File: src/display_pkg.sv
package display_pkg;

    ////////////////////////////////////////////////////////////
    // Widths and vector types
    ////////////////////////////////////////////////////////////
    localparam int GLYPH_W        = 6;
    localparam int STATE_W        = 7;
    localparam int NUM3_W         = 3;
    localparam int DISP_POSITIONS = 8;

    typedef logic [GLYPH_W-1:0]                     glyph_t;
    typedef logic [STATE_W-1:0]                     state_idx_t;
    typedef logic [NUM3_W-1:0]                      num3_t;
    typedef logic [DISP_POSITIONS-1:0][GLYPH_W-1:0] glyph_row_t;  // [7] is leftmost

    ////////////////////////////////////////////////////////////
    // Glyph codes
    ////////////////////////////////////////////////////////////
    localparam glyph_t GLYPH_0 = 6'd0;
    localparam glyph_t GLYPH_1 = 6'd1;
    localparam glyph_t GLYPH_2 = 6'd2;
    localparam glyph_t GLYPH_3 = 6'd3;
    localparam glyph_t GLYPH_4 = 6'd4;
    localparam glyph_t GLYPH_5 = 6'd5;
    localparam glyph_t GLYPH_6 = 6'd6;
    localparam glyph_t GLYPH_7 = 6'd7;
    localparam glyph_t GLYPH_8 = 6'd8;
    localparam glyph_t GLYPH_9 = 6'd9;

    localparam glyph_t GLYPH_F    = 6'd10;
    localparam glyph_t GLYPH_A    = 6'd11;
    localparam glyph_t GLYPH_S    = 6'd12;
    localparam glyph_t GLYPH_L_LC = 6'd13;
    localparam glyph_t GLYPH_O_LC = 6'd14;
    localparam glyph_t GLYPH_H    = 6'd15;
    localparam glyph_t GLYPH_I_LC = 6'd16;
    localparam glyph_t GLYPH_G_LC = 6'd17;
    localparam glyph_t GLYPH_H_LC = 6'd18;
    localparam glyph_t GLYPH_E    = 6'd19;
    localparam glyph_t GLYPH_R_LC = 6'd20;
    localparam glyph_t GLYPH_C_LC = 6'd21;
    localparam glyph_t GLYPH_D_LC = 6'd22;
    localparam glyph_t GLYPH_E_LC = 6'd23;

    localparam glyph_t GLYPH_MAX   = GLYPH_E_LC;
    localparam glyph_t GLYPH_BLANK = GLYPH_0;  // Unlit shares the zero code

    ////////////////////////////////////////////////////////////
    // State index map
    ////////////////////////////////////////////////////////////
    localparam state_idx_t STATE_BLANK         = 7'd0;
    localparam state_idx_t STATE_FREE_PLAIN    = 7'd1;
    localparam state_idx_t STATE_FREE_LO       = 7'd9;
    localparam state_idx_t STATE_FREE_HIGH     = 7'd17;
    localparam state_idx_t STATE_AUTO_SONG     = 7'd25;
    localparam state_idx_t STATE_STUDY_RECORD  = 7'd49;
    localparam state_idx_t STATE_STUDY_GRADE   = 7'd50;
    localparam state_idx_t STATE_BANNER_RECORD = 7'd70;
    localparam state_idx_t STATE_BANNER_AD     = 7'd71;
    localparam state_idx_t STATE_BANNER_RD     = 7'd72;
    localparam state_idx_t STATE_LAST          = STATE_BANNER_RD;

    typedef enum logic [3:0] {
        KIND_BLANK,
        KIND_FREE_PLAIN,
        KIND_FREE_LO,
        KIND_FREE_HIGH,
        KIND_AUTO_SONG,
        KIND_STUDY_RECORD,
        KIND_STUDY_GRADE,
        KIND_BANNER_RECORD,
        KIND_BANNER_AD,
        KIND_BANNER_RD
    } screen_kind_t;

    // Small number to its digit glyph
    function automatic glyph_t digit_glyph(input num3_t n);
        return glyph_t'(n);
    endfunction

endpackage
File: src/screen_if.sv
`timescale 1ns/1ps

interface screen_if;
    import display_pkg::*;

    screen_kind_t kind;
    num3_t        level;    // Free-play level digit
    num3_t        song_hi;  // Song tens digit
    num3_t        song_lo;  // Song ones digit
    num3_t        grade;    // 0..3 maps to c d E F

    modport decoder (
        output kind,
        output level,
        output song_hi,
        output song_lo,
        output grade
    );

    modport datapath (
        input kind,
        input level,
        input song_hi,
        input song_lo,
        input grade
    );

endinterface

File: src/display_shift_top.sv
`timescale 1ns/1ps

module display_shift_top (
    input  logic                    clk,
    input  logic                    rst,
    input  display_pkg::state_idx_t state,
    input  display_pkg::glyph_t     score_d2,
    input  display_pkg::glyph_t     score_d1,
    input  display_pkg::glyph_t     score_d0,
    input  display_pkg::glyph_t     rec_d3,
    input  display_pkg::glyph_t     rec_d2,
    input  display_pkg::glyph_t     rec_d1,
    input  display_pkg::glyph_t     rec_d0,
    output display_pkg::glyph_t     disp_7,
    output display_pkg::glyph_t     disp_6,
    output display_pkg::glyph_t     disp_5,
    output display_pkg::glyph_t     disp_4,
    output display_pkg::glyph_t     disp_3,
    output display_pkg::glyph_t     disp_2,
    output display_pkg::glyph_t     disp_1,
    output display_pkg::glyph_t     disp_0
);
    import display_pkg::*;

    glyph_row_t text_row;
    glyph_row_t disp_row;

    screen_if scr ();

    screen_decoder i_decoder (
        .clk   (clk),
        .rst   (rst),
        .state (state),
        .scr   (scr.decoder)
    );

    text_rom i_text_rom (
        .scr  (scr.datapath),
        .text (text_row)
    );

    digit_overlay i_overlay (
        .clk      (clk),
        .rst      (rst),
        .scr      (scr.datapath),
        .text     (text_row),
        .score_d2 (score_d2),
        .score_d1 (score_d1),
        .score_d0 (score_d0),
        .rec_d3   (rec_d3),
        .rec_d2   (rec_d2),
        .rec_d1   (rec_d1),
        .rec_d0   (rec_d0),
        .disp     (disp_row)
    );

    // Leftmost position first
    assign disp_7 = disp_row[7];
    assign disp_6 = disp_row[6];
    assign disp_5 = disp_row[5];
    assign disp_4 = disp_row[4];
    assign disp_3 = disp_row[3];
    assign disp_2 = disp_row[2];
    assign disp_1 = disp_row[1];
    assign disp_0 = disp_row[0];

endmodule

File: src/digit_overlay.sv
`timescale 1ns/1ps

module digit_overlay (
    input  logic                    clk,
    input  logic                    rst,
    screen_if.datapath              scr,
    input  display_pkg::glyph_row_t text,
    input  display_pkg::glyph_t     score_d2,
    input  display_pkg::glyph_t     score_d1,
    input  display_pkg::glyph_t     score_d0,
    input  display_pkg::glyph_t     rec_d3,
    input  display_pkg::glyph_t     rec_d2,
    input  display_pkg::glyph_t     rec_d1,
    input  display_pkg::glyph_t     rec_d0,
    output display_pkg::glyph_row_t disp
);
    import display_pkg::*;

    glyph_row_t merged;
    logic       inputs_ok;
    logic       disp_ok;

    ////////////////////////////////////////////////////////////
    // Live digits over the fixed text
    ////////////////////////////////////////////////////////////
    always_comb begin
        merged = text;
        case (scr.kind)
            KIND_FREE_PLAIN, KIND_FREE_LO, KIND_FREE_HIGH: begin
                merged[0] = digit_glyph(scr.level);
            end
            KIND_AUTO_SONG: begin
                merged[3] = digit_glyph(scr.song_hi);
                merged[0] = digit_glyph(scr.song_lo);
            end
            KIND_STUDY_GRADE: begin
                merged[3] = score_d2;
                merged[2] = score_d1;
                merged[1] = score_d0;
            end
            KIND_STUDY_RECORD: begin
                merged[4] = rec_d3;
                merged[3] = rec_d2;
                merged[2] = rec_d1;
                merged[1] = rec_d0;
            end
            default: begin
                merged = text;  // Text only
            end
        endcase
    end

    always_ff @(posedge clk) begin
        if (rst) begin
            disp <= '0;
        end else begin
            disp <= merged;
        end
    end

    // Range checks on the score and record inputs and on the registered row
    always_comb begin
        inputs_ok = (score_d2 <= GLYPH_MAX) && (score_d1 <= GLYPH_MAX) &&
                    (score_d0 <= GLYPH_MAX) && (rec_d3 <= GLYPH_MAX) &&
                    (rec_d2 <= GLYPH_MAX) && (rec_d1 <= GLYPH_MAX) &&
                    (rec_d0 <= GLYPH_MAX);
        disp_ok = 1'b1;
        for (int i = 0; i < DISP_POSITIONS; i++) begin
            if (disp[i] > GLYPH_MAX) begin
                disp_ok = 1'b0;
            end
        end
    end

    a_glyph_range : assert property (@(posedge clk) disable iff (rst)
        inputs_ok |=> disp_ok);

endmodule

File: src/text_rom.sv
`timescale 1ns/1ps

module text_rom (
    screen_if.datapath               scr,
    output display_pkg::glyph_row_t  text
);
    import display_pkg::*;

    glyph_t grade_letter;

    always_comb begin
        case (scr.grade)
            3'd0:    grade_letter = GLYPH_C_LC;
            3'd1:    grade_letter = GLYPH_D_LC;
            3'd2:    grade_letter = GLYPH_E;
            default: grade_letter = GLYPH_F;
        endcase
    end

    ////////////////////////////////////////////////////////////
    // Fixed letters per screen kind
    ////////////////////////////////////////////////////////////
    always_comb begin
        text = {DISP_POSITIONS{GLYPH_BLANK}};
        case (scr.kind)
            KIND_FREE_PLAIN: begin
                text[7] = GLYPH_F;
            end
            KIND_FREE_LO: begin
                text[7] = GLYPH_F;
                text[2] = GLYPH_L_LC;
                text[1] = GLYPH_O_LC;
            end
            KIND_FREE_HIGH: begin
                text[7] = GLYPH_F;
                text[4] = GLYPH_H;
                text[3] = GLYPH_I_LC;
                text[2] = GLYPH_G_LC;
                text[1] = GLYPH_H_LC;
            end
            KIND_AUTO_SONG: begin
                text[7] = GLYPH_A;
            end
            KIND_STUDY_RECORD: begin
                text[7] = GLYPH_S;
            end
            KIND_STUDY_GRADE: begin
                text[7] = GLYPH_S;
                text[4] = grade_letter;
            end
            KIND_BANNER_RECORD: begin
                text[7] = GLYPH_R_LC;
                text[6] = GLYPH_E_LC;
                text[5] = GLYPH_C_LC;
                text[4] = GLYPH_O_LC;
                text[3] = GLYPH_R_LC;
                text[2] = GLYPH_D_LC;
            end
            KIND_BANNER_AD: begin
                text[7] = GLYPH_A;
                text[6] = GLYPH_D_LC;
            end
            KIND_BANNER_RD: begin
                text[7] = GLYPH_R_LC;
                text[6] = GLYPH_D_LC;
            end
            default: begin
                text = {DISP_POSITIONS{GLYPH_BLANK}};  // Blank screen
            end
        endcase
    end

endmodule

File: src/screen_decoder.sv
`timescale 1ns/1ps

module screen_decoder (
    input  logic                    clk,
    input  logic                    rst,
    input  display_pkg::state_idx_t state,
    screen_if.decoder               scr
);
    import display_pkg::*;

    state_idx_t   offset;
    screen_kind_t kind_d;
    num3_t        level_d;
    num3_t        song_hi_d;
    num3_t        song_lo_d;
    num3_t        grade_d;
    logic         in_range;

    assign in_range = (state <= STATE_LAST);

    ////////////////////////////////////////////////////////////
    // Range compare, highest range first
    ////////////////////////////////////////////////////////////
    always_comb begin
        kind_d    = KIND_BLANK;
        level_d   = '0;
        song_hi_d = '0;
        song_lo_d = '0;
        grade_d   = '0;
        offset    = '0;
        if (state >= STATE_BANNER_RD) begin
            kind_d = KIND_BANNER_RD;  // Above last is masked by in_range
        end else if (state == STATE_BANNER_AD) begin
            kind_d = KIND_BANNER_AD;
        end else if (state == STATE_BANNER_RECORD) begin
            kind_d = KIND_BANNER_RECORD;
        end else if (state >= STATE_STUDY_GRADE) begin
            kind_d = KIND_STUDY_GRADE;
            offset = state - STATE_STUDY_GRADE;
            // Five states per grade letter
            if (offset < 7'd5) begin
                grade_d = 3'd0;
            end else if (offset < 7'd10) begin
                grade_d = 3'd1;
            end else if (offset < 7'd15) begin
                grade_d = 3'd2;
            end else begin
                grade_d = 3'd3;
            end
        end else if (state == STATE_STUDY_RECORD) begin
            kind_d = KIND_STUDY_RECORD;
        end else if (state >= STATE_AUTO_SONG) begin
            kind_d    = KIND_AUTO_SONG;
            offset    = state - STATE_AUTO_SONG;
            song_hi_d = offset[5:3];  // n / 8
            song_lo_d = offset[2:0];  // n % 8
        end else if (state >= STATE_FREE_HIGH) begin
            kind_d  = KIND_FREE_HIGH;
            offset  = state - STATE_FREE_HIGH;
            level_d = offset[2:0];
        end else if (state >= STATE_FREE_LO) begin
            kind_d  = KIND_FREE_LO;
            offset  = state - STATE_FREE_LO;
            level_d = offset[2:0];
        end else if (state >= STATE_FREE_PLAIN) begin
            kind_d  = KIND_FREE_PLAIN;
            offset  = state - STATE_FREE_PLAIN;
            level_d = offset[2:0];
        end
    end

    ////////////////////////////////////////////////////////////
    // Screen register
    ////////////////////////////////////////////////////////////
    always_ff @(posedge clk) begin
        if (rst) begin
            scr.kind    <= KIND_BLANK;
            scr.level   <= '0;
            scr.song_hi <= '0;
            scr.song_lo <= '0;
            scr.grade   <= '0;
        end else if (in_range) begin  // Unknown index keeps last screen
            scr.kind    <= kind_d;
            scr.level   <= level_d;
            scr.song_hi <= song_hi_d;
            scr.song_lo <= song_lo_d;
            scr.grade   <= grade_d;
        end
    end

    // Tens digit and grade index the text tables downstream
    a_field_range : assert property (@(posedge clk) disable iff (rst)
        (scr.song_hi < 3'd3) && (scr.grade < 3'd4));

endmodule

File: config.mk
export PLATFORM = sky130hd
export DESIGN_NAME = display_shift_top
export DESIGN_NICKNAME = d
export VERILOG_FILES = /design/src/display_pkg.sv /design/src/screen_if.sv /design/src/display_shift_top.sv /design/src/digit_overlay.sv /design/src/text_rom.sv /design/src/screen_decoder.sv
export SDC_FILE = /design/constraint.sdc
export NUM_CORES = 1
export LEC_CHECK = 0
export ABC_AREA = 1
export BUFFER_PORTS_ARGS = -buffer_cell sky130_fd_sc_hd__buf_2
export CAP_MARGIN = 20
export CORE_MARGIN = 10
export CORE_UTILIZATION = 33
export CTS_CLUSTER_DIAMETER = 200
export DETAILED_ROUTE_END_ITERATION = 6
export HOLD_SLACK_MARGIN = 0.12
export SLEW_MARGIN = 40
export SYNTH_ARGS = -nofsm -noshare
export SYNTH_HDL_FRONTEND = slang
export SYNTH_SLANG_ARGS = --single-unit
File: constraint.sdc
create_clock -name clk -period 1.8 [get_ports clk]
set_clock_uncertainty 0.05 [all_clocks]
set_input_delay 0.27 -clock clk [delete_from_list [all_inputs] [get_ports clk]]
set_output_delay 0.27 -clock clk [all_outputs]
set_load 0.01 [all_outputs]
==> results.yml, run 1 <==
status:
  status: "finished clean"
setup_path:
  cp.required_ns: 1.94
  cp-end-kind: "flop"
  worstSetupEndpoint: "i_overlay.disp[14]"
  cpLargestDelayFamily: "compound AO/OA/AOI/OAI gates"
  reg2reg_depth: 6
  max_stage_delay_ns: 0.46
  arrival_ns: 1.79
  crit_start: "i_decoder.scr.kind[3]"
  crit_cells: 6
  path_cells: "nor2_2 -> nand2_1 -> inv_2 -> a22o_1 -> o31ai_1 -> inv_1"
  startpoint_type: "flop"
  r2r-end: "i_overlay.disp[14]"
  crit_buf_inv: 2
  crit_type: "flop to flop"
  timing.rr.start: "i_decoder.scr.kind[3]"
  slowest_stage: "dfxtp_1"
  r2r_slack_ns: 0.15
  cp_max_fo: 22
cells_and_area:
  multiInputGateArea_um2: 1120
  n_antenna_cell: 0
  fillers: 762
  area_delta_synth_final_pct: 24.5
  layout.area.seq_um2: 981
  drive_gt1_frac: 0.314
  final_cell_area_um2: 2960
  nets: 468
sta:
  min_period_over_period: 0.918
  setup-tns-final_ns: 0
  hold_viol: 0
  max_freq_mhz: 605
  worst_slack_ns: 0.147
  setup_viol: 0
  whs_ns: 0.142
  rsz0062_at_grt: "no"
  layout_min_cycle_time_ns: 1.65
  slew_viol_final: 0
routing:
  wl_per_cell_um: 13.5
  ant_nets: 0
  drt-initial-drc-count: 120
  vias: 2330
  wirelength_um: 6870
  viasPerCell: 4.57
  firstDrtPassIters: 4
  drc: 0
yosys:
  ys_seq_area_frac: 0.412
  ys_ff_latch: 49
  syn_avg_cell_area_um2: 7.25
  synth_top_area_cell: "dfxtp_1"
  synth-compound-area-share: 0.163
  synth_fa_ha_area_frac: 0.0210
  yosysWarnings: 0
  synth_xor_area_frac: 0.00368
  synthSimpleGateAreaFrac: 0.271
  synth_top_family_by_area: "simple AND/OR/NAND/NOR gates"
  syn_area_um2: 2380
  postSynth.asyncResetShare: 0
  yosysUniqueCellTypes: 34
  synthTopCellsByArea: "dfxtp_1 (41%), nand2_1 (13%), a21oi_1 (5.5%)"
  muxShareOfSynthArea: 0
  synthCells: 328
  synthFlopType: "dfxtp_1"
  synth_top_area_frac: 0.412
  synth_edf_count: 0
place:
  postPlaceCellArea_um2: 2860
  place_hpwl_um: 5510
  io_buffers: 89
  routabilityCongestion: 0.872
  dp_slack_ns: 0.137
power_and_ir_drop:
  power_density_nw_per_um2: 732
  total_power_mw: 2.17
  irDropWorstVdd_mv: 0.287
  p_int_mw: 1.60
  sw_frac_of_total: 0.262
  clkPwrFrac: 0.318
  switchingPower_uw: 569
  seqPwrFrac: 0.529
  comb_power_share: 0.153
  power.leakage_nw: 1.48
floorplan:
  fp-row-count: 30
  die_w_um: 105
  ios: 99
  fp.dieH_um: 105
  initial_core_util: 0.344
  die-area_um2: 11000
  core_area_um2: 6910
global_routing:
  grt_pass1_wl_um: 11100
  use_met3: 0.0338
  met1_usage: 0.148
  gr-total-overflow: 0
  grt_use_total: 0.120
  use_met2: 0.196
  grt.busiest_layer: "met2"
  grt_max_degree: 31
  grt_pass1_vias: 2261
  antenna_found_initial: 0
clock_network:
  h-tree-depth: 2
  clock-sinks: 49
  clk_pin_slew_ns: 0.09
  cts_setup_buffers: 0
  clk_path_buf_depth: 2
  cts_tree: "yes"
  clkLatencyLatePin_ns: 0.30
  cts-root-buf: "clkbuf_8"
  cts.hold.buffers_added: 0
  cts_buffers: 5
  postCtsResizedCells: 0
hold_path:
  holdPathStages: 3
  hp-class: "primary input to flop"
run:
  drv_cap: 0
## worst min path at each step
stage	startpoint	end	slack (ns)
final	rec_d3[0]	i_overlay.disp[24]	0.14
after global routing	rec_d3[0]	i_overlay.disp[24]	0.14
after CTS	rec_d3[0]	i_overlay.disp[24]	0.14
after detailed placement	i_decoder.scr.song_hi[2]	i_decoder.scr.song_hi[2]	0.41
after global placement	i_decoder.scr.song_hi[2]	i_decoder.scr.song_hi[2]	0.41
after floorplan	rst	i_overlay.disp[46]	0.30
## kinds of logic after synthesis
group,Yosys count
adders and majority gates,4
other,1
AOI/OAI and AO/OA,63
buffers and inverters,63
DFF,49
and+or+nand+nor,147
xor gates and xnor gates,1
## cells in the mapped netlist (2+ instances only)
library cell,number
a21oi_2,4
nor2_1,20
a21oi_1,26
nor2_2,7
inv_2,6
o21ai_1,6
nor3_1,2
ha_1,4
nand4_1,2
inv_4,2
o21bai_1,2
inv_1,31
nand3b_1,2
o32ai_1,2
dfxtp_1,49
a41oi_1,2
or2_2,2
nand3_1,23
buf_4,15
buf_2,4
buf_1,4
o22ai_1,2
nand2_1,82
nand2_2,4
a22o_1,4
o21ai_0,13
## routing by layer
layer	wire [um]	up-vias
met5	0	-
met4	88	0
met3	462	7
met2	3130	84
met1	3190	1035
li1	-	1204
## power groups by stage
stage                     clock network [mW]  logic [mW]  registers, mW
after global routing                   0.761       0.374           1.15
after global placement                     0       0.329           1.17
after floorplan                            0       0.197           1.18
after CTS                              0.710       0.332           1.15
after detailed placement                   0       0.330           1.17
final                                  0.691       0.331           1.15
## stage by stage
| stage | instances | utilization |
|---|---|---|
| finish | 510 | 0.429 |
| global route | 510 | 0.429 |
| CTS | 510 | 0.429 |
| detailed placement | 502 | 0.414 |
| global placement | 502 | 0.414 |
| floorplan | 336 | - |
## placed cells by master (no fill, tap or decap), drive strengths merged
| master | instances |
|---|---|
| nor3 | 2 |
| nor3b | 1 |
| buf | 94 |
| nand4 | 2 |
| clkbuf | 7 |
| nand3 | 24 |
| inv | 39 |
| o22ai | 2 |
| nand2 | 86 |
| a31oi | 1 |
| or2 | 2 |
| conb | 9 |
| nand3b | 2 |
| dfxtp | 49 |
| o31ai | 1 |
| a41oi | 2 |
| xor2 | 1 |
| clkinv | 1 |
| nor2 | 28 |
| o21ai | 19 |
| o21bai | 2 |
| o32ai | 2 |
| a22o | 4 |
| ha | 4 |
| a21oi | 30 |
## worst min-delay path: cells and delay by family
family | cells | cell delay, ns
AO/OA/AOI/OAI | 1 | 0.05
buffers and inverters | 1 | 0.07
AND/OR/NAND/NOR | 1 | 0.07
## layout make-up
cell class / count / area share
Multi-Input combinational cell: 224 / 0.380
Tap cell: 96 / 0.0406
Sequential cell: 49 / 0.331
Clock inverter: 1 / 0.00169
Timing Repair Buffer: 94 / 0.163
Inverter: 39 / 0.0511
Clock buffer: 7 / 0.0325
## flip-flops by register name, summed over array words and instances (netlist names)
signal,count
i_decoder.scr.grade,2
i_decoder.scr.kind,4
i_decoder.scr.level,3
i_decoder.scr.song_hi,3
i_decoder.scr.song_lo,3
i_overlay.disp,34
No activity file was read; power rests on OpenSTA's default activity.
==> inputs of run 2 (changes only) <==
--- a/config.mk
+++ b/config.mk
@@ -8,11 +8,14 @@
 export ABC_AREA = 1
 export BUFFER_PORTS_ARGS = -buffer_cell sky130_fd_sc_hd__buf_2
 export CAP_MARGIN = 20
+export CELL_PAD_IN_SITES_DETAIL_PLACEMENT = 0
+export CELL_PAD_IN_SITES_GLOBAL_PLACEMENT = 1
 export CORE_MARGIN = 10
 export CORE_UTILIZATION = 33
 export CTS_CLUSTER_DIAMETER = 200
 export DETAILED_ROUTE_END_ITERATION = 6
 export HOLD_SLACK_MARGIN = 0.12
+export PLACE_DENSITY_LB_ADDON = 0.1
 export SLEW_MARGIN = 40
 export SYNTH_ARGS = -nofsm -noshare
 export SYNTH_HDL_FRONTEND = slang
==> results.yml, run 2 (synthesized netlist as in run 1, its figures left out) <==
sta:
  setup-tns-final_ns: 0
  max_freq_mhz: 620
  slew_viol_final: 0
  setup_viol: 0
  hold_viol: 0
  rsz0062_at_grt: "no"
  min_period_over_period: 0.896
  layout_min_cycle_time_ns: 1.61
setup_path:
  cp_max_fo: 22
  r2r_slack_ns: 0.19
  startpoint_type: "flop"
  slowest_stage: "dfxtp_1"
  r2r-end: "i_overlay.disp[14]"
  cp-end-kind: "flop"
  cp.required_ns: 1.94
  crit_type: "flop to flop"
  arrival_ns: 1.76
  max_stage_delay_ns: 0.34
  crit_top_cell: "inv_1"
  reg2reg_depth: 7
  timing.rr.start: "i_decoder.scr.kind[0]"
  path_cells: "inv_1 -> nor2_1 -> nand2_1 -> inv_2 -> a22o_1 -> o31ai_1 -> inv_1"
clock_network:
  clk_pin_slew_ns: 0.09
  cts_buffers: 5
  clock-sinks: 49
  cts.hold.buffers_added: 0
  postCtsResizedCells: 0
  clkLatencyLatePin_ns: 0.29
  h-tree-depth: 2
  cts_tree: "yes"
  clk_path_buf_depth: 2
  cts-root-buf: "clkbuf_8"
  cts_setup_buffers: 0
global_routing:
  grt_pass1_wl_um: 11700
  grt_use_total: 0.126
  grt_max_degree: 31
  antenna_found_initial: 0
  grt_pass1_vias: 2376
  gr-total-overflow: 0
status:
  status: "finished clean"
power_and_ir_drop:
  seqPwrFrac: 0.535
  total_power_mw: 2.14
  power.leakage_nw: 1.50
  power_density_nw_per_um2: 718
  irDropWorstVdd_mv: 0.324
  switchingPower_uw: 575
  p_int_mw: 1.56
  comb_power_share: 0.158
  clkPwrFrac: 0.306
  sw_frac_of_total: 0.269
hold_path:
  hp-class: "primary input to flop"
  holdPathEnd: "i_overlay.disp[24]"
  hold_start: "rec_d3[0]"
  holdPathStages: 3
cells_and_area:
  top_register: "i_overlay.disp"
  n_antenna_cell: 0
  largest_reg_flops: 34
  fillers: 785
  drive_gt1_frac: 0.317
  top_regs: "i_overlay.disp (34), i_decoder.scr.kind (4)"
  multiInputGateArea_um2: 1120
  area_delta_synth_final_pct: 25.1
  layout.area.seq_um2: 981
  nets: 472
  layout_commonest_cell: "buf_2"
  utilization: 0.431
  most-common-layout-cells: "buf_2 (89), nand2_1 (82), dfxtp_1 (49)"
floorplan:
  fp.dieH_um: 105
  ios: 99
  die-area_um2: 11000
  core_area_um2: 6910
  fp-row-count: 30
  die_w_um: 105
  initial_core_util: 0.344
routing:
  wirelength_um: 7120
  firstDrtPassIters: 4
  vias: 2324
  viasPerCell: 4.53
  wl_per_cell_um: 13.9
  ant_nets: 0
  drc: 0
  drt-initial-drc-count: 88
place:
  routabilityCongestion: 0.837
  io_buffers: 89
  place_hpwl_um: 5830
run:
  drv_cap: 0
[run 2: cell types whose count changed in the layout (fill, tap and decap cells not counted)]
cell      previous run  this run
clkinv_2             1         0
clkbuf_8             7         6
buf_4                5         9
clkbuf_1             0         1
[run 2: worst max path at each step]
| stage | depth (start not counted) | from | end |
|---|---|---|---|
| final | 7 | i_decoder.scr.kind[0] | i_overlay.disp[14] |
| after global routing | 6 | i_decoder.scr.kind[0] | i_overlay.disp[25] |
| after CTS | 7 | i_decoder.scr.kind[0] | i_overlay.disp[14] |
| after detailed placement | 8 | state[3] | i_decoder.scr.kind[3] |
| after global placement | 8 | state[4] | i_decoder.scr.kind[3] |
| after floorplan | 12 | state[1] | i_decoder.scr.kind[0] |
[run 2: critical path, delay by kind of cell, from the launching register on]
family | cells | cell delay, ns
and+or+nand+nor | 2 | 0.26
AOI/OAI and AO/OA | 2 | 0.45
buffers and inverters | 3 | 0.41
DFF | 1 | 0.34
[run 2: per-stage QoR]
stage	cell area, um2	setup slack (ns)	hold WS (ns)	std cells
after floorplan	2410	0.479	0.301	336
after global placement	2890	0.0998	0.403	506
after detailed placement	2890	0.0673	0.409	506
after CTS	2980	0.185	0.147	513
after global routing	2980	0.0110	0.155	513
final	2980	0.188	0.150	513
[run 2: layout make-up]
type / instances / area share
Clock buffer: 7 / 0.0290
Inverter: 39 / 0.0509
Multi-Input combinational cell: 224 / 0.378
Timing Repair Buffer: 98 / 0.172
Tap cell: 96 / 0.0404
Sequential cell: 49 / 0.330
[run 2: power groups by stage]
stage | registers, mW | clock network, mW | logic, mW
final | 1.14 | 0.655 | 0.339
after floorplan | 1.18 | 0 | 0.197
after CTS | 1.14 | 0.670 | 0.344
after global placement | 1.17 | 0 | 0.344
after global routing | 1.15 | 0.724 | 0.382
after detailed placement | 1.17 | 0 | 0.343
[run 2: routing by layer]
metal,routed length [um],GRT usage
met5,0,0
met1,3250,0.154
met2,3410,0.213
met3,355,0.0258
met4,97,0.0431
